File: config.mk
export PLATFORM = sky130hd
export DESIGN_NAME = result_drain
export DESIGN_NICKNAME = d
export VERILOG_FILES = /design/src/rtl/conv_pkg.sv /design/src/rtl/result_drain.sv
export SDC_FILE = /design/constraint.sdc
export NUM_CORES = 1
export LEC_CHECK = 0
export BUFFER_PORTS_ARGS = -buffer_cell sky130_fd_sc_hd__buf_2
export CAP_MARGIN = 20
export CORE_MARGIN = 2
export CORE_UTILIZATION = 40
export CTS_CLUSTER_DIAMETER = 200
export DETAILED_ROUTE_END_ITERATION = 10
export GPL_TIMING_DRIVEN = 0
export PLACE_DENSITY_LB_ADDON = 0.12
export SYNTH_ARGS = -nofsm -noshare
export SYNTH_HDL_FRONTEND = slang
export SYNTH_SLANG_ARGS = --single-unit
File: constraint.sdc
create_clock -name clk -period 5.3 [get_ports clk]
set_clock_uncertainty 0.1 [all_clocks]
set_input_delay 0.265 -clock clk [delete_from_list [all_inputs] [get_ports clk]]
set_output_delay 0.265 -clock clk [all_outputs]
set_load 0.02 [all_outputs]
File: src/rtl/conv_pkg.sv
package conv_pkg;

    localparam int img_rows    = 5;
    localparam int img_cols    = 5;
    localparam int pad         = 1;
    localparam int flt_rows    = 3;
    localparam int flt_cols    = 3;
    localparam int out_rows    = 3;
    localparam int out_cols    = 3;
    localparam int n_windows   = out_rows * out_cols;
    localparam int n_taps      = flt_rows * flt_cols;
    localparam int img_pixels  = img_rows * img_cols;
    localparam int pad_rows    = img_rows + 2 * pad;  // 7x7 padded frame
    localparam int pad_cols    = img_cols + 2 * pad;

    localparam int data_w      = 16;
    localparam int acc_w       = 36;  // nine 32-bit products with headroom
    localparam int out_credits = 4;

    localparam int word_cnt_w  = 4;
    localparam int smp_idx_w   = 5;
    localparam int tap_w       = 4;
    localparam int res_idx_w   = 4;
    localparam int cred_w      = 3;

    localparam logic [3:0] op_image  = 4'h1;
    localparam logic [3:0] op_filter = 4'h2;
    localparam logic [3:0] op_run    = 4'h3;

    localparam logic [word_cnt_w-1:0] img_words = 4'd13;  // 25 samples, two per word
    localparam logic [word_cnt_w-1:0] flt_words = 4'd5;   // 9 samples

    typedef struct packed {
        logic [3:0]  op;
        logic [27:0] rsvd;
    } load_hdr_t;

    typedef struct packed {
        logic [15:0] sample_hi;
        logic [15:0] sample_lo;  // first sample of the pair
    } load_data_t;

    typedef union packed {
        load_hdr_t  hdr;
        load_data_t data;
    } load_word_u;

endpackage

File: src/rtl/result_drain.sv
`timescale 1ns/1ps

module result_drain
    import conv_pkg::*;
(
    input  logic                             clk,
    input  logic                             rst,
    input  logic [n_windows-1:0][data_w-1:0] results,
    input  logic                             results_valid,
    output logic                             results_taken,
    output logic                             out_valid,
    output logic [data_w-1:0]                out_data,
    input  logic                             credit_return
);

    logic [n_windows-1:0][data_w-1:0] set_buf;
    logic                             full;     // set held, not yet fully sent
    logic [res_idx_w-1:0]             rd_idx;
    logic [cred_w-1:0]                credits;
    logic                             emit;

    assign results_taken = results_valid && !full;
    assign emit          = full && (credits != '0);
    assign out_valid     = emit;
    assign out_data      = set_buf[rd_idx];

    always_ff @(posedge clk)
    begin
        if (rst)
        begin
            full    <= 1'b0;
            rd_idx  <= '0;
            credits <= cred_w'(out_credits);
        end
        else
        begin
            if (results_taken)
            begin
                full   <= 1'b1;
                rd_idx <= '0;
            end
            if (emit)
            begin
                rd_idx <= rd_idx + res_idx_w'(1);
                if (rd_idx == res_idx_w'(n_windows - 1))
                    full <= 1'b0;  // last result of the set
            end

            // spend and return may meet in one cycle
            case ({emit, credit_return})
                2'b10:   credits <= credits - cred_w'(1);
                2'b01:   credits <= credits + cred_w'(1);
                default: credits <= credits;
            endcase
        end
    end

    always_ff @(posedge clk)
    begin
        if (results_taken)
            set_buf <= results;
    end

endmodule

==> out/qor.yml, run 1 <==
status: "did not finish"
lastStage: "4_1_cts"
stop_error: "[ERROR RSZ-0060] Max buffer count reached."
synthAdderAreaFrac_pct: 0.962
fp-row-count: 44
syn_inst: 319
synthMuxAreaShare_pct: 12.2
globalplace.congestion: 0.752
dp_hpwl_mm: 8.91
synth_edf_count: 144
synth_top_cells_by_count: "144 x edfxtp_1, 32 x mux2_2, 19 x nand2_1"
ys_warn_count: 0
yosys.area.top_type: "edfxtp_1"
cts_buffers: 17
netlist_top_cells_area: "edfxtp_1 72%, mux2_2 6.0%, mux4_2 6.0%, dfxtp_1 2.7%, o31ai_1 1.8%"
dpl.cell_count: 668
die_w_um: 126
cts-resized-gates: 0
ys.flop_type: "edfxtp_1"
root_buffer: "clkbuf_16"
synth_xor_area_share_pct: 0.439
ios: 166
synth_nets: 471
synth_top_cell_area_share_pct: 72.3
cts_buffer_depth: 2
post-cts-setup-buffers: 0
synth_top_family_by_area: "multiplexers"
syn_avg_cell_area_um2: 18.8
synth_cell_type_count: 36
clkSinkCount: 152
fp.dieH_um: 126
htreeDepth: 4
portBuffers: 164
holdBufCountCts: 141
initial_core_util_pct: 41.0
synth-simple-area-share_pct: 3.91
synth-async-reset-ratio_pct: 0
synth_area_um2: 5980
synth_compound_area_share_pct: 4.98
yosysMostFrequentCell: "edfxtp_1"
ys_ff_latch: 152
place_ws_ps: 2960
ys_seq_area_share_pct: 75.0
cells by family after synthesis:
logic type                 Yosys count
xor gates and xnor gates             3
AOI/OAI and AO/OA                   40
DFF                                152
buffers and inverters               22
muxes                               49
adders and majority gates            4
and+or+nand+nor                     49
through the flow:
stage	hold slack, ps	setup TNS [ps]	instance area [um^2]
2_1_floorplan	264	0	5980
3_3_place_gp	342	-41.3	7030
3_5_place_dp	343	0	7070
==> run 2: changes to the inputs <==
--- a/config.mk
+++ b/config.mk
@@ -8,11 +8,10 @@
 export BUFFER_PORTS_ARGS = -buffer_cell sky130_fd_sc_hd__buf_2
 export CAP_MARGIN = 20
 export CORE_MARGIN = 2
-export CORE_UTILIZATION = 40
-export CTS_CLUSTER_DIAMETER = 200
+export CORE_UTILIZATION = 25
 export DETAILED_ROUTE_END_ITERATION = 10
 export GPL_TIMING_DRIVEN = 0
-export PLACE_DENSITY_LB_ADDON = 0.12
+export PLACE_DENSITY_LB_ADDON = 0.15
 export SYNTH_ARGS = -nofsm -noshare
 export SYNTH_HDL_FRONTEND = slang
 export SYNTH_SLANG_ARGS = --single-unit
==> out/qor.yml, run 2 <==
status: "finished clean"
cts_tree: "yes"
largest_register_ff_count: 144
syn_inst: 319  # unchanged
ys_ff_latch: 152  # unchanged
worstPathRequired_ps: 4930
fp.dieH_um: 159  # +26%
synth_area_um2: 5980  # unchanged
ys.flop_type: "edfxtp_1"
grt_max_degree: 77
clk_latency_ps: 420
drtIter0Drc: 182
synth-simple-area-share_pct: 3.91  # unchanged
slowest_delay_ps: 650
maxCapViolations: 0
wl_mm: 16.3
synth_nets: 471  # unchanged
end_kind: "primary output"
tns_ps: 0
reg_top3: "set_buf: 144 flops, rd_idx: 4 flops, credits: 3 flops"
ys_seq_area_share_pct: 75.0  # unchanged
cp_max_fo: 10
num_vias: 4076
grt_pass1_vias: 4318
p_leak_uw: 0.00346
crit_arrival_ps: 2300
synthAdderAreaFrac_pct: 0.962  # unchanged
critPathSlowestCell: "clkbuf_1"
synth_top_cells_by_count: "144 x edfxtp_1, 32 x mux2_2, 19 x nand2_1"
ys_warn_count: 0  # unchanged
power_density_nw_per_um2: 326
vias_per_cell: 4.16
setup_violations: 0
initial_core_util_pct: 25.5  # -16 points
synth-async-reset-ratio_pct: 0  # unchanged
netlist_top_cells_area: "edfxtp_1 72%, mux2_2 6.0%, mux4_2 6.0%, dfxtp_1 2.7%, o31ai_1 1.8%"
die_w_um: 159  # +26%
period_minus_slack_ps: 2670
finalHoldViolCount: 0
root_buffer: "clkbuf_16"
ios: 166  # unchanged
die_area_um2: 25200
grt.overflow.total: 0
route.detailed.drc: 0
yosys.area.top_type: "edfxtp_1"
finish.utilization_pct: 39.5
drive_gt1_share_pct: 40.4
design.core.area_um2: 23500
num_antenna_cells: 0
grt_pass1_wl_mm: 23.6
dr.pass1.iters: 4
syn_avg_cell_area_um2: 18.8  # unchanged
dp_hpwl_mm: 10.5  # +18%
crit_chain: "clkbuf_1 > clkbuf_1 > o31ai_1 > buf_2"
synth_xor_area_share_pct: 0.439  # unchanged
synth_edf_count: 144  # unchanged
synth_cell_type_count: 36  # unchanged
area.growth.synth_to_final_pct: 54.8
mostFrequentLayoutCell: "buf_2"
drv_slew: 0
synthMuxAreaShare_pct: 12.2  # unchanged
antenna_left: 0
yosysMostFrequentCell: "edfxtp_1"
synth_top_family_by_area: "multiplexers"
globalplace.congestion: 0.690  # -8.2%
start_kind: "flop"
grt_setup_unrepaired: "no"
cts_buffer_depth: 2  # unchanged
wl_per_cell_um: 16.7
layout_common_cells: "168 x buf_2, 145 x dlygate4sd3_1, 144 x edfxtp_1"
nets: 800
slew_headroom_pct: 48.4
fin_crit_sh_pct: 50.3
post-cts-setup-buffers: 0  # unchanged
globalRouteTotalUtil_pct: 13.1
cts_buffers: 17  # unchanged
hp-class: "input port to flop"
portBuffers: 164  # unchanged
ir_drop_uv: 164
top_register: "set_buf"
tightest_slew_ps: 773
cpMostUsedCell: "clkbuf_1"
htreeDepth: 4  # unchanged
synth_compound_area_share_pct: 4.98  # unchanged
clkSinkCount: 152  # unchanged
antenna_found_initial: 0
fp-row-count: 56  # +27%
clock.fmax_mhz: 375
path_class: "flop to primary output"
fill_cells: 2233
synth_top_cell_area_share_pct: 72.3  # unchanged
clk_pin_slew_ps: 60
[run 2: final timing paths]
check	from	to	slack [ps]	cells past startpoint
setup / recovery	rd_idx[3]	out_data[10]	2630	4
hold / removal	rst	credits[0]	90	2
setup reg to reg	credits[2]	credits[2]	2920	7
hold reg to reg	full	full	450	2
[run 2: per-layer routing]
metal  GRT usage, %  vias up  wire [um]
met5              0        -          0
met4           4.25        0        214
met3           4.27       12       1000
met1           16.2     2001       7220
li1               -     1931          -
met2           21.6      132       7900
[run 2: where the power goes]
group          switching (uW)  internal [uW]  total [uW]  leakage, uW
logic                     179            220         399      0.00175
clock network             493            704        1200     0.000276
registers                26.4           1400        1430      0.00144
total                     698           2320        3020      0.00346
[run 2: final cells by class]
type	instances	area [um^2]	share of cell area, %
clock buffers	20	447	4.82
multi-input cells	145	1350	14.5
flip-flops and latches	152	4480	48.4
repair buffers	310	2300	24.8
clock inverters	12	129	1.39
well taps	319	399	4.31
plain buffers	17	133	1.43
inverters	5	23.8	0.257
[run 2: logic make-up (layout without fill, tap and decap cells)]
family / count (synthesis) / in the layout
and+or+nand+nor: 49 / 49
AOI/OAI and AO/OA: 40 / 40
muxes: 49 / 49
xor gates and xnor gates: 3 / 3
DFF: 152 / 152
buffers and inverters: 22 / 364
adders and majority gates: 4 / 4
[run 2: timing repair]
item / 4_1_cts / 5_1_grt
resized for setup: 0 / 0
hold buffers: 145 / 0
endpoints found under the hold margin: 145 / 0
[run 2: metrics by stage]
stage	power (uW)	instance area (um^2)	hold WS [ps]	setup slack (ps)	std cells
4_1_cts	3070	9260	62.6	2620	980
6_report	3020	9260	86.4	2630	980
3_3_place_gp	1770	7200	342	-207	802
5_1_grt	3160	9260	83.4	2490	980
3_5_place_dp	1770	7230	343	2940	803
2_1_floorplan	1640	5980	264	1250	319
[run 2: critical path: cells and delay by family (launching register included)]
kind | cells | cell delay, ps
compound gates | 1 | 200
buf+inv | 3 | 1330
flops | 1 | 330
Note: power is estimated with default switching activity, not from simulation.
