File: src/rtl/conv_pkg.sv
package conv_pkg;

    localparam int img_rows    = 5;
    localparam int img_cols    = 5;
    localparam int pad         = 1;
    localparam int flt_rows    = 3;
    localparam int flt_cols    = 3;
    localparam int out_rows    = 3;
    localparam int out_cols    = 3;
    localparam int n_windows   = out_rows * out_cols;
    localparam int n_taps      = flt_rows * flt_cols;
    localparam int img_pixels  = img_rows * img_cols;
    localparam int pad_rows    = img_rows + 2 * pad;  // 7x7 padded frame
    localparam int pad_cols    = img_cols + 2 * pad;

    localparam int data_w      = 16;
    localparam int acc_w       = 36;  // nine 32-bit products with headroom
    localparam int out_credits = 4;

    localparam int word_cnt_w  = 4;
    localparam int smp_idx_w   = 5;
    localparam int tap_w       = 4;
    localparam int res_idx_w   = 4;
    localparam int cred_w      = 3;

    localparam logic [3:0] op_image  = 4'h1;
    localparam logic [3:0] op_filter = 4'h2;
    localparam logic [3:0] op_run    = 4'h3;

    localparam logic [word_cnt_w-1:0] img_words = 4'd13;  // 25 samples, two per word
    localparam logic [word_cnt_w-1:0] flt_words = 4'd5;   // 9 samples

    typedef struct packed {
        logic [3:0]  op;
        logic [27:0] rsvd;
    } load_hdr_t;

    typedef struct packed {
        logic [15:0] sample_hi;
        logic [15:0] sample_lo;  // first sample of the pair
    } load_data_t;

    typedef union packed {
        load_hdr_t  hdr;
        load_data_t data;
    } load_word_u;

endpackage

File: src/rtl/frame_if.sv
`timescale 1ns/1ps

interface frame_if
    import conv_pkg::*;
();

    logic [img_pixels-1:0][data_w-1:0] image;   // row-major pixels
    logic [n_taps-1:0][data_w-1:0]     filter;  // row-major weights
    logic                              frame_valid;
    logic                              frame_taken;

    modport loader (
        output image,
        output filter,
        output frame_valid,
        input  frame_taken
    );

    modport engine (
        input  image,
        input  filter,
        input  frame_valid,
        output frame_taken
    );

endinterface

File: src/rtl/frame_loader.sv
`timescale 1ns/1ps

module frame_loader
    import conv_pkg::*;
(
    input  logic       clk,
    input  logic       rst,
    input  logic       in_valid,
    input  load_word_u in_word,
    output logic       in_ready,
    frame_if.loader    fr
);

    logic                  accept;
    logic                  in_header;  // idle, next word is a header
    logic [word_cnt_w-1:0] rem_cnt;    // data words still expected
    logic [smp_idx_w-1:0]  sidx;       // index of the low sample
    logic [smp_idx_w-1:0]  sidx_hi;
    logic                  to_filter;  // data goes to filter, else image

    // buffers locked while a frame is pending
    assign in_ready  = !fr.frame_valid;
    assign accept    = in_valid && in_ready;
    assign in_header = (rem_cnt == '0);
    assign sidx_hi   = sidx + smp_idx_w'(1);

    always_ff @(posedge clk)
    begin
        if (rst)
        begin
            rem_cnt        <= '0;
            sidx           <= '0;
            to_filter      <= 1'b0;
            fr.frame_valid <= 1'b0;
        end
        else
        begin
            if (fr.frame_taken)
            begin
                fr.frame_valid <= 1'b0;  // engine has handed off the set
            end
            if (accept)
            begin
                if (in_header)
                begin
                    case (in_word.hdr.op)
                        op_image:
                        begin
                            rem_cnt   <= img_words;
                            sidx      <= '0;
                            to_filter <= 1'b0;
                        end
                        op_filter:
                        begin
                            rem_cnt   <= flt_words;
                            sidx      <= '0;
                            to_filter <= 1'b1;
                        end
                        op_run:
                        begin
                            fr.frame_valid <= 1'b1;
                        end
                        default:
                        begin
                            rem_cnt <= '0;  // unknown header dropped
                        end
                    endcase
                end
                else
                begin
                    rem_cnt <= rem_cnt - word_cnt_w'(1);
                    sidx    <= sidx + smp_idx_w'(2);
                end
            end
        end
    end

    // sample pair write, high half dropped past the end
    always_ff @(posedge clk)
    begin
        if (accept && !in_header)
        begin
            if (to_filter)
            begin
                if (sidx < n_taps)
                    fr.filter[sidx] <= in_word.data.sample_lo;
                if (sidx_hi < n_taps)
                    fr.filter[sidx_hi] <= in_word.data.sample_hi;
            end
            else
            begin
                if (sidx < img_pixels)
                    fr.image[sidx] <= in_word.data.sample_lo;
                if (sidx_hi < img_pixels)
                    fr.image[sidx_hi] <= in_word.data.sample_hi;
            end
        end
    end

endmodule

File: src/flat_wrapper.sv
// flat-port wrapper written by rule: the top's interface ports become plain ports
module frame_loader_flat import conv_pkg::*;
  (clk, rst, in_valid, in_word, in_ready, fr_image, fr_filter, fr_frame_valid, fr_frame_taken);
  frame_if fr_i ();
  input  logic clk;
  input  logic rst;
  input  logic in_valid;
  input  load_word_u in_word;
  output logic in_ready;
  output wire logic [$bits(fr_i.image)-1:0] fr_image;
  output wire logic [$bits(fr_i.filter)-1:0] fr_filter;
  output wire logic [$bits(fr_i.frame_valid)-1:0] fr_frame_valid;
  input wire logic [$bits(fr_i.frame_taken)-1:0] fr_frame_taken;
  assign fr_image = fr_i.image;
  assign fr_filter = fr_i.filter;
  assign fr_frame_valid = fr_i.frame_valid;
  assign fr_i.frame_taken = fr_frame_taken;
  frame_loader u_core (.clk(clk), .rst(rst), .in_valid(in_valid), .in_word(in_word), .in_ready(in_ready), .fr(fr_i));
endmodule
File: config.mk
export PLATFORM = sky130hd
export DESIGN_NAME = frame_loader_flat
export DESIGN_NICKNAME = d
export VERILOG_FILES = /design/src/rtl/conv_pkg.sv /design/src/rtl/frame_if.sv /design/src/rtl/frame_loader.sv /design/src/flat_wrapper.sv
export SDC_FILE = /design/constraint.sdc
export NUM_CORES = 1
export LEC_CHECK = 0
export BUFFER_PORTS_ARGS = -buffer_cell sky130_fd_sc_hd__buf_2
export CAP_MARGIN = 20
export CORE_AREA = 2 2 229 231
export DETAILED_ROUTE_END_ITERATION = 7
export DIE_AREA = 0 0 231 233
export PLACE_DENSITY = 0.7
export SYNTH_ARGS = -nofsm -noshare
export SYNTH_HDL_FRONTEND = slang
export SYNTH_SLANG_ARGS = --single-unit
File: constraint.sdc
create_clock -name clk -period 104.9 [get_ports clk]
set_input_delay 15.735 -clock clk [delete_from_list [all_inputs] [get_ports clk]]
set_output_delay 15.735 -clock clk [all_outputs]
set_load 0.005 [all_outputs]
==> metrics, run 1 <==
Async S/R FF share, synth 0; clk_skew between 0.02 and 0.03 ns; P_leak roughly 12 nW; EDFF count, synth about 540; fraction of layout cells with a size suffix above 1 0.413; Yosys reg bits 554; PD cells about 17 nW/µm²; Crit path arrival time 18.59 ns; Clk pin slew, worst setup/hold paths approximately 0.060 ns; setup violators final 0; Post-route DRC 0; pre-CTS setup slack ~86 ns; First-pass DRT Iterations 5; GRT overflow 0; Seq/Total Area, Yosys 0.709; RSZ-0062 raised after global routing no; Mapped Nets ~1700; row cnt 83; MaxCap Viol Count 0; synth-to-layout area growth 22.9%; vias in the first global route approximately 15000; Ys Warns 0; Util after Layout 0.561; status finished, final reports clean; CTS tree yes; crit-path max FO 77; antenna viol nets, final 0; crit end category flip-flop; clock root buffer clkbuf_16; core area about 51000 µm²; Buffers on Ports 581; Post-CTS Resized 0; post-synthesis area per instance about 14 µm²; routability congestion estimate about 0.85; H-Tree Depth 2; Post-Place Cells ~2800; global-route usage over all layers 0.249; DR vias 15900; WL per Instance approximately 24 µm; period utilization 0.175; layout net count ~2300; final max-slew violation count 0; Clock Path Buffers 3; drt first-iter violations ~1500; final HPWL from detailed placement about 46 mm; hold_buf cts 0; Hold Path Class reg2reg; minimum clock period about 18 ns; critical path startpoint category primary input; dominant synthesized flop cell edfxtp_1; final worst slack around 87 ns; fin cells 2942; Synth cell types 46; Initial Util 0.456; die width 231 µm; highest clock rate around 54 MHz; Tightest Pin Transition approximately 1.2 ns; kind of critical path in2reg; Via density approximately 5.4; number of setup buffers added after CTS 0; Clock Sinks roughly 550; initial antenna violation count 1; Req. time, crit path around 110 ns; hold slack about 0.52 ns; die height about 230 µm; clk_lat worst skew a little over 0.6 ns; largest net degree at the start of global routing about 180; final wirelength between 60 and 70 mm; final hold vios 0; normalized max-slew margin 0.174; setup TNS 0 ns; Die ar. 53800 µm²; first-pass GRT wire length ~100 mm; total CTS buffers 56; IO Pins approximately 580; Synth Instances roughly 1700; synthesized cell area between 20000 and 25000 µm²; VDD IR max roughly 0.000012 V
[synthesized netlist by cell type, types with 3 or more instances]
library cell / instances / area (µm²)
a21oi_1: 6 / 30.0
buf_2: 47 / 235
buf_4: 8 / 60.1
buf_6: 7 / 78.8
clkbuf_1: 47 / 176
dfxtp_1: 10 / 200
edfxtp_1: 544 / 16300
mux2_1: 65 / 732
mux2_2: 223 / 2510
nand2_1: 642 / 2410
nand2b_1: 5 / 31.3
nor2b_1: 3 / 18.8
nor3_1: 3 / 15.0
nor3_2: 5 / 50.1
nor4b_1: 3 / 26.3
o21ai_0: 3 / 15.0
or4b_1: 4 / 40.0
[path summary, 6_finish.rpt]
kind / start / end / slack [ns] / depth (start not counted)
worst min register to register: u_core.rem_cnt[1] / u_core.rem_cnt[1] / 0.52 / 2
worst min-delay path: u_core.rem_cnt[1] / u_core.rem_cnt[1] / 0.52 / 2
worst max register to register: u_core.fr.frame_valid / u_core.fr.image[303] / 101.29 / 6
worst max-delay path: in_valid / u_core.fr.image[303] / 86.52 / 7
[metal layers]
metal | GRT usage | part of all wire
met4 | 0.0895 | 0.035
met3 | 0.0683 | 0.093
met5 | 0 | 0
met1 | 0.322 | 0.39
met2 | 0.402 | 0.48
[flip-flops by register name, summed over array words and instances (netlist names)]
register	cells
u_core.rem_cnt	4
u_core.fr.image	400
u_core.fr.filter	144
u_core.to_filter	1
u_core.sidx	4
u_core.fr.frame_valid	1
[per-stage QoR]
stage          cell area, µm²  total power, mW
3_5_place_dp            26800            0.285
2_1_floorplan           23300            0.278
3_3_place_gp            26800            0.284
4_1_cts                 28600            0.483
5_1_grt                 28700            0.495
6_report                28700            0.481
[report_power, final]
part | total (mW) | switching (mW) | internal (mW)
clock network | 0.201 | 0.0856 | 0.115
logic | 0.0268 | 0.0178 | 0.00895
registers | 0.253 | 0.00311 | 0.250
total | 0.481 | 0.106 | 0.374
[cell usage in the layout, fill, tap and decap left out, drive strengths merged, types with 3 or more instances in the layout]
| cell | instances |
|---|---|
| a21oi | 6 |
| buf | 604 |
| bufinv | 6 |
| clkbuf | 64 |
| clkinv | 31 |
| dfxtp | 10 |
| edfxtp | 544 |
| inv | 4 |
| mux2 | 288 |
| nand2 | 642 |
| nand2b | 5 |
| nor2b | 3 |
| nor3 | 8 |
| nor4b | 7 |
| o21ai | 3 |
| or4b | 4 |
[critical path, stage by stage]
cell,delay [ns]
buf_2,0.14
nand2b_1,0.12
nor3_2,0.19
buf_4,0.66
buf_4,0.40
buf_16,0.36
buf_4,0.82
[cell type report]
cell class | instances | area [µm²]
clock buffers | 64 | 1470
diodes | 1 | 2.50
fillers | 4236 | 22400
well taps | 680 | 851
multi-input cells | 997 | 6300
inverters | 3 | 11.3
repair buffers | 604 | 3130
clock inverters | 39 | 352
flip-flops and latches | 554 | 16500
[cell families (layout without fill, tap and decap cells)]
group	count (synthesis)	count (layout)	share of synthesized area
AOI/OAI and AO/OA	17	17	0.00483
xor gates and xnor gates	3	3	0.00113
adders and majority gates	2	2	0.00107
buffers and inverters	112	710	0.0241
DFF	554	554	0.709
muxes	289	289	0.140
other	0	1	0
and+or+nand+nor	686	686	0.120
No activity file was read; power rests on OpenSTA's default activity.
==> run 2: changes to the inputs <==
--- a/config.mk
+++ b/config.mk
@@ -5,12 +5,13 @@
 export SDC_FILE = /design/constraint.sdc
 export NUM_CORES = 1
 export LEC_CHECK = 0
+export ABC_AREA = 1
 export BUFFER_PORTS_ARGS = -buffer_cell sky130_fd_sc_hd__buf_2
 export CAP_MARGIN = 20
 export CORE_AREA = 2 2 229 231
 export DETAILED_ROUTE_END_ITERATION = 7
 export DIE_AREA = 0 0 231 233
-export PLACE_DENSITY = 0.7
+export PLACE_DENSITY = 0.72
 export SYNTH_ARGS = -nofsm -noshare
 export SYNTH_HDL_FRONTEND = slang
 export SYNTH_SLANG_ARGS = --single-unit
==> constraint.sdc (replaced) <==
create_clock -name clk -period 16.71 [get_ports clk]
set_input_delay 2.5065 -clock clk [delete_from_list [all_inputs] [get_ports clk]]
set_output_delay 2.5065 -clock clk [all_outputs]
set_load 0.005 [all_outputs]
==> run 2 against run 1 <==
Register-to-register slack worse by 88 ns; cell count up 12%; combinational power rose to 9.1 times the previous value; setup slack worse by 75 ns; die area unchanged; via count up 13%; sequential power rose to 6.4 times the previous value; worst hold slack worse by 0.0054 ns; largest cell class unchanged; highest routed layer unchanged.
==> metrics, run 2 <==
status finished, final reports clean; VDD IR max 0.0000760 V (+550%); crit path cell chain buf_2 > nand2_1 > inv_1 > nand2_1 > nor2_4 > buf_4 > buf_4; post-route cell area 28300 µm² (-1.4%); Buffers on Ports 581 (unchanged); clk_lat worst skew 0.61 ns (about the same); die width 231 µm (unchanged); clock root buffer clkbuf_16; most frequent cells in the layout nand2_1, buf_2, edfxtp_1; RSZ-0062 raised after global routing no; CTS tree yes; Clock Path Buffers 3 (unchanged); Tightest Pin Transition 1.24 ns (+0.00620 ns); Most flops, register u_core.fr.image; DR vias 18000 (+13%); global-route usage over all layers 0.255 (+0.00653); antenna viol nets, final 0 (unchanged); Yosys reg bits 554 (unchanged); post-synthesis area per instance 11.3 µm² (-20%); Synth Instances 2037 (+22%); met3 wire len 6.64 mm (+3.1%); die height 233 µm (unchanged); first-pass GRT wire length 105 mm (+5.6%); largest net degree at the start of global routing 191 (+7.9%); top-count cell post-synth nand2_1; total CTS buffers 57 (+1.8%); Clock Sinks 554 (unchanged); final max-slew violation count 0 (unchanged); Crit path arrival time 5.44 ns (-13.15 ns); MaxCap Viol Count 0 (unchanged); fraction of layout cells with a size suffix above 1 0.268 (-0.145); metal1 wirelength 27.2 mm (+0.50%); setup violators final 0 (unchanged); Clk pin slew, worst setup/hold paths 0.06 ns (about the same); Largest register FFs 400 (unchanged); vias in the first global route 16800 (+11%); PD cells 110 nW/µm² (+560%); EDFF count, synth 544 (unchanged); Req. time, crit path 16.94 ns (-88.18 ns); crit-path max FO 74 (-3.9%); period utilization 0.311; dominant synthesized flop cell edfxtp_1; final hold vios 0 (unchanged); Commonest cells post-synth nand2_1, edfxtp_1, o21ai_0; number of setup buffers added after CTS 0 (unchanged); CP bufs+invs 4 (-1); synthesized cell area 22900 µm² (-1.7%); CP peak stage delay 0.88 ns (+0.06 ns); Seq/Total Area, Yosys 0.721 (+0.0120); Crit path max-delay family buffers and inverters; crit end category flip-flop; initial antenna violation count 1 (unchanged); row cnt 83 (unchanged); H-Tree Depth 2 (unchanged); Async S/R FF share, synth 0 (unchanged); final wirelength 71.4 mm (+3.1%); Synth top area share 0.713 (+0.0118); Post-CTS Resized 0 (unchanged); Initial Util 0.449 (-0.00757); Synth cell types 23 (-50%); core area 51100 µm² (unchanged); setup TNS 0 ns (unchanged); Synth area leaders edfxtp_1, nand2_1, o21ai_0, clkbuf_1, dfxtp_1; critical path startpoint category primary input; GRT overflow 0 (unchanged); DR top layer met4; Largest regs u_core.fr.image x400, u_core.fr.filter x144; Placed Area 26400 µm² (-1.4%); highest clock rate 192 MHz; Ys Warns 0 (unchanged); pre-CTS setup slack 10.93 ns (-74.70 ns); WHS Path Cells 2 (unchanged); Crit path depth 7 (unchanged); flop2flop setup slack 13.09 ns (-88.20 ns); Mapped Nets 2075 (+22%); minimum clock period about 5.2 ns; IO Pins 582 (unchanged); routability congestion estimate 0.847 (about the same); most common cell after layout, fill and taps aside nand2_1; Via density 5.47 (+1.3%); clk_skew 0.00778 ns (-0.0209 ns); final HPWL from detailed placement 47.7 mm (+3.2%); synth-to-layout area growth 23.3%; # fillers 4433 (+4.7%); Die ar. 53800 µm² (unchanged); met2 wire len 34.9 mm (+4.7%); layout net count 2608 (+16%); leading area contributor after synthesis edfxtp_1; normalized max-slew margin 0.170 (-0.00413); P_leak 11.4 nW (-0.98%); final worst slack 11.51 ns (-75.02 ns); Post-route DRC 0 (unchanged); drt first-iter violations 1957 (+33%); hold_buf cts 0 (unchanged); Crit-path slowest cell buf_4; worst reg2reg path depth 7 (+1); Hold Path Class reg2reg; kind of critical path in2reg; WL per Instance 21.7 µm (-7.9%); First-pass DRT Iterations 6 (+1)
[run 2: cell types whose count changed in the layout (fill, tap and decap cells not counted), sizes merged, moves of 4 or more]
cell    change
o21ai     +532
mux2      -288
nand2      +49
inv        +45
nor2       +37
a21oi      +19
nor3        -8
nand3       +7
nor4b       -7
clkbuf      +6
nand2b      -5
or4b        -4
[run 2: cell families after synthesis]
| group | after synthesis | synth area share |
|---|---|---|
| AOI/OAI and AO/OA | 560 | 0.122 |
| xor gates and xnor gates | 1 | 0.000382 |
| adders and majority gates | 2 | 0.00109 |
| buffers and inverters | 179 | 0.0317 |
| DFF | 554 | 0.721 |
| and+or+nand+nor | 741 | 0.123 |
[run 2: through the flow]
stage	power (mW)	hold slack, ns	utilization	instances
3_3_place_gp	1.88	0.479	0.515	3185
2_1_floorplan	1.80	0.453	-	2037
5_1_grt	3.21	0.566	0.553	3292
4_1_cts	3.13	0.516	0.551	3288
6_report	3.12	0.518	0.553	3292
3_5_place_dp	1.89	0.506	0.517	3188
[run 2: worst min-delay path, cell delays in order (launching register included)]
cell and delay, ns:
dfxtp_1 0.35, nand2_1 0.08, a21oi_1 0.05
[run 2: power by group]
| group | switching, mW | total (mW) | internal [mW] |
|---|---|---|---|
| Clock | 0.538 | 1.25 | 0.716 |
| Sequential | 0.0236 | 1.62 | 1.60 |
| Combinational | 0.177 | 0.243 | 0.0664 |
| Total | 0.738 | 3.12 | 2.38 |
[run 2: layout make-up]
class / instances / area (µm²) / share of cell area
multi-input cells: 1304 / 5710 / 0.202
clock buffers: 70 / 1520 / 0.0537
diodes: 1 / 2.50 / 0.0000886
inverters: 52 / 200 / 0.00708
flip-flops and latches: 554 / 16500 / 0.585
well taps: 680 / 851 / 0.0301
clock inverters: 30 / 269 / 0.00952
repair buffers: 601 / 3170 / 0.112
[run 2: final timing paths]
check                   startpoint                    to
max                       in_valid  u_core.fr.filter[44]
min                 u_core.sidx[4]        u_core.sidx[4]
max reg2reg  u_core.fr.frame_valid  u_core.fr.filter[44]
min reg2reg         u_core.sidx[4]        u_core.sidx[4]
[run 2: routing by layer]
layer / vias to the layer above / global-route usage
met1: 8629 / 0.330
met5: - / 0
met2: 1003 / 0.421
met4: 0 / 0.103
li1: 8200 / -
met3: 168 / 0.0539
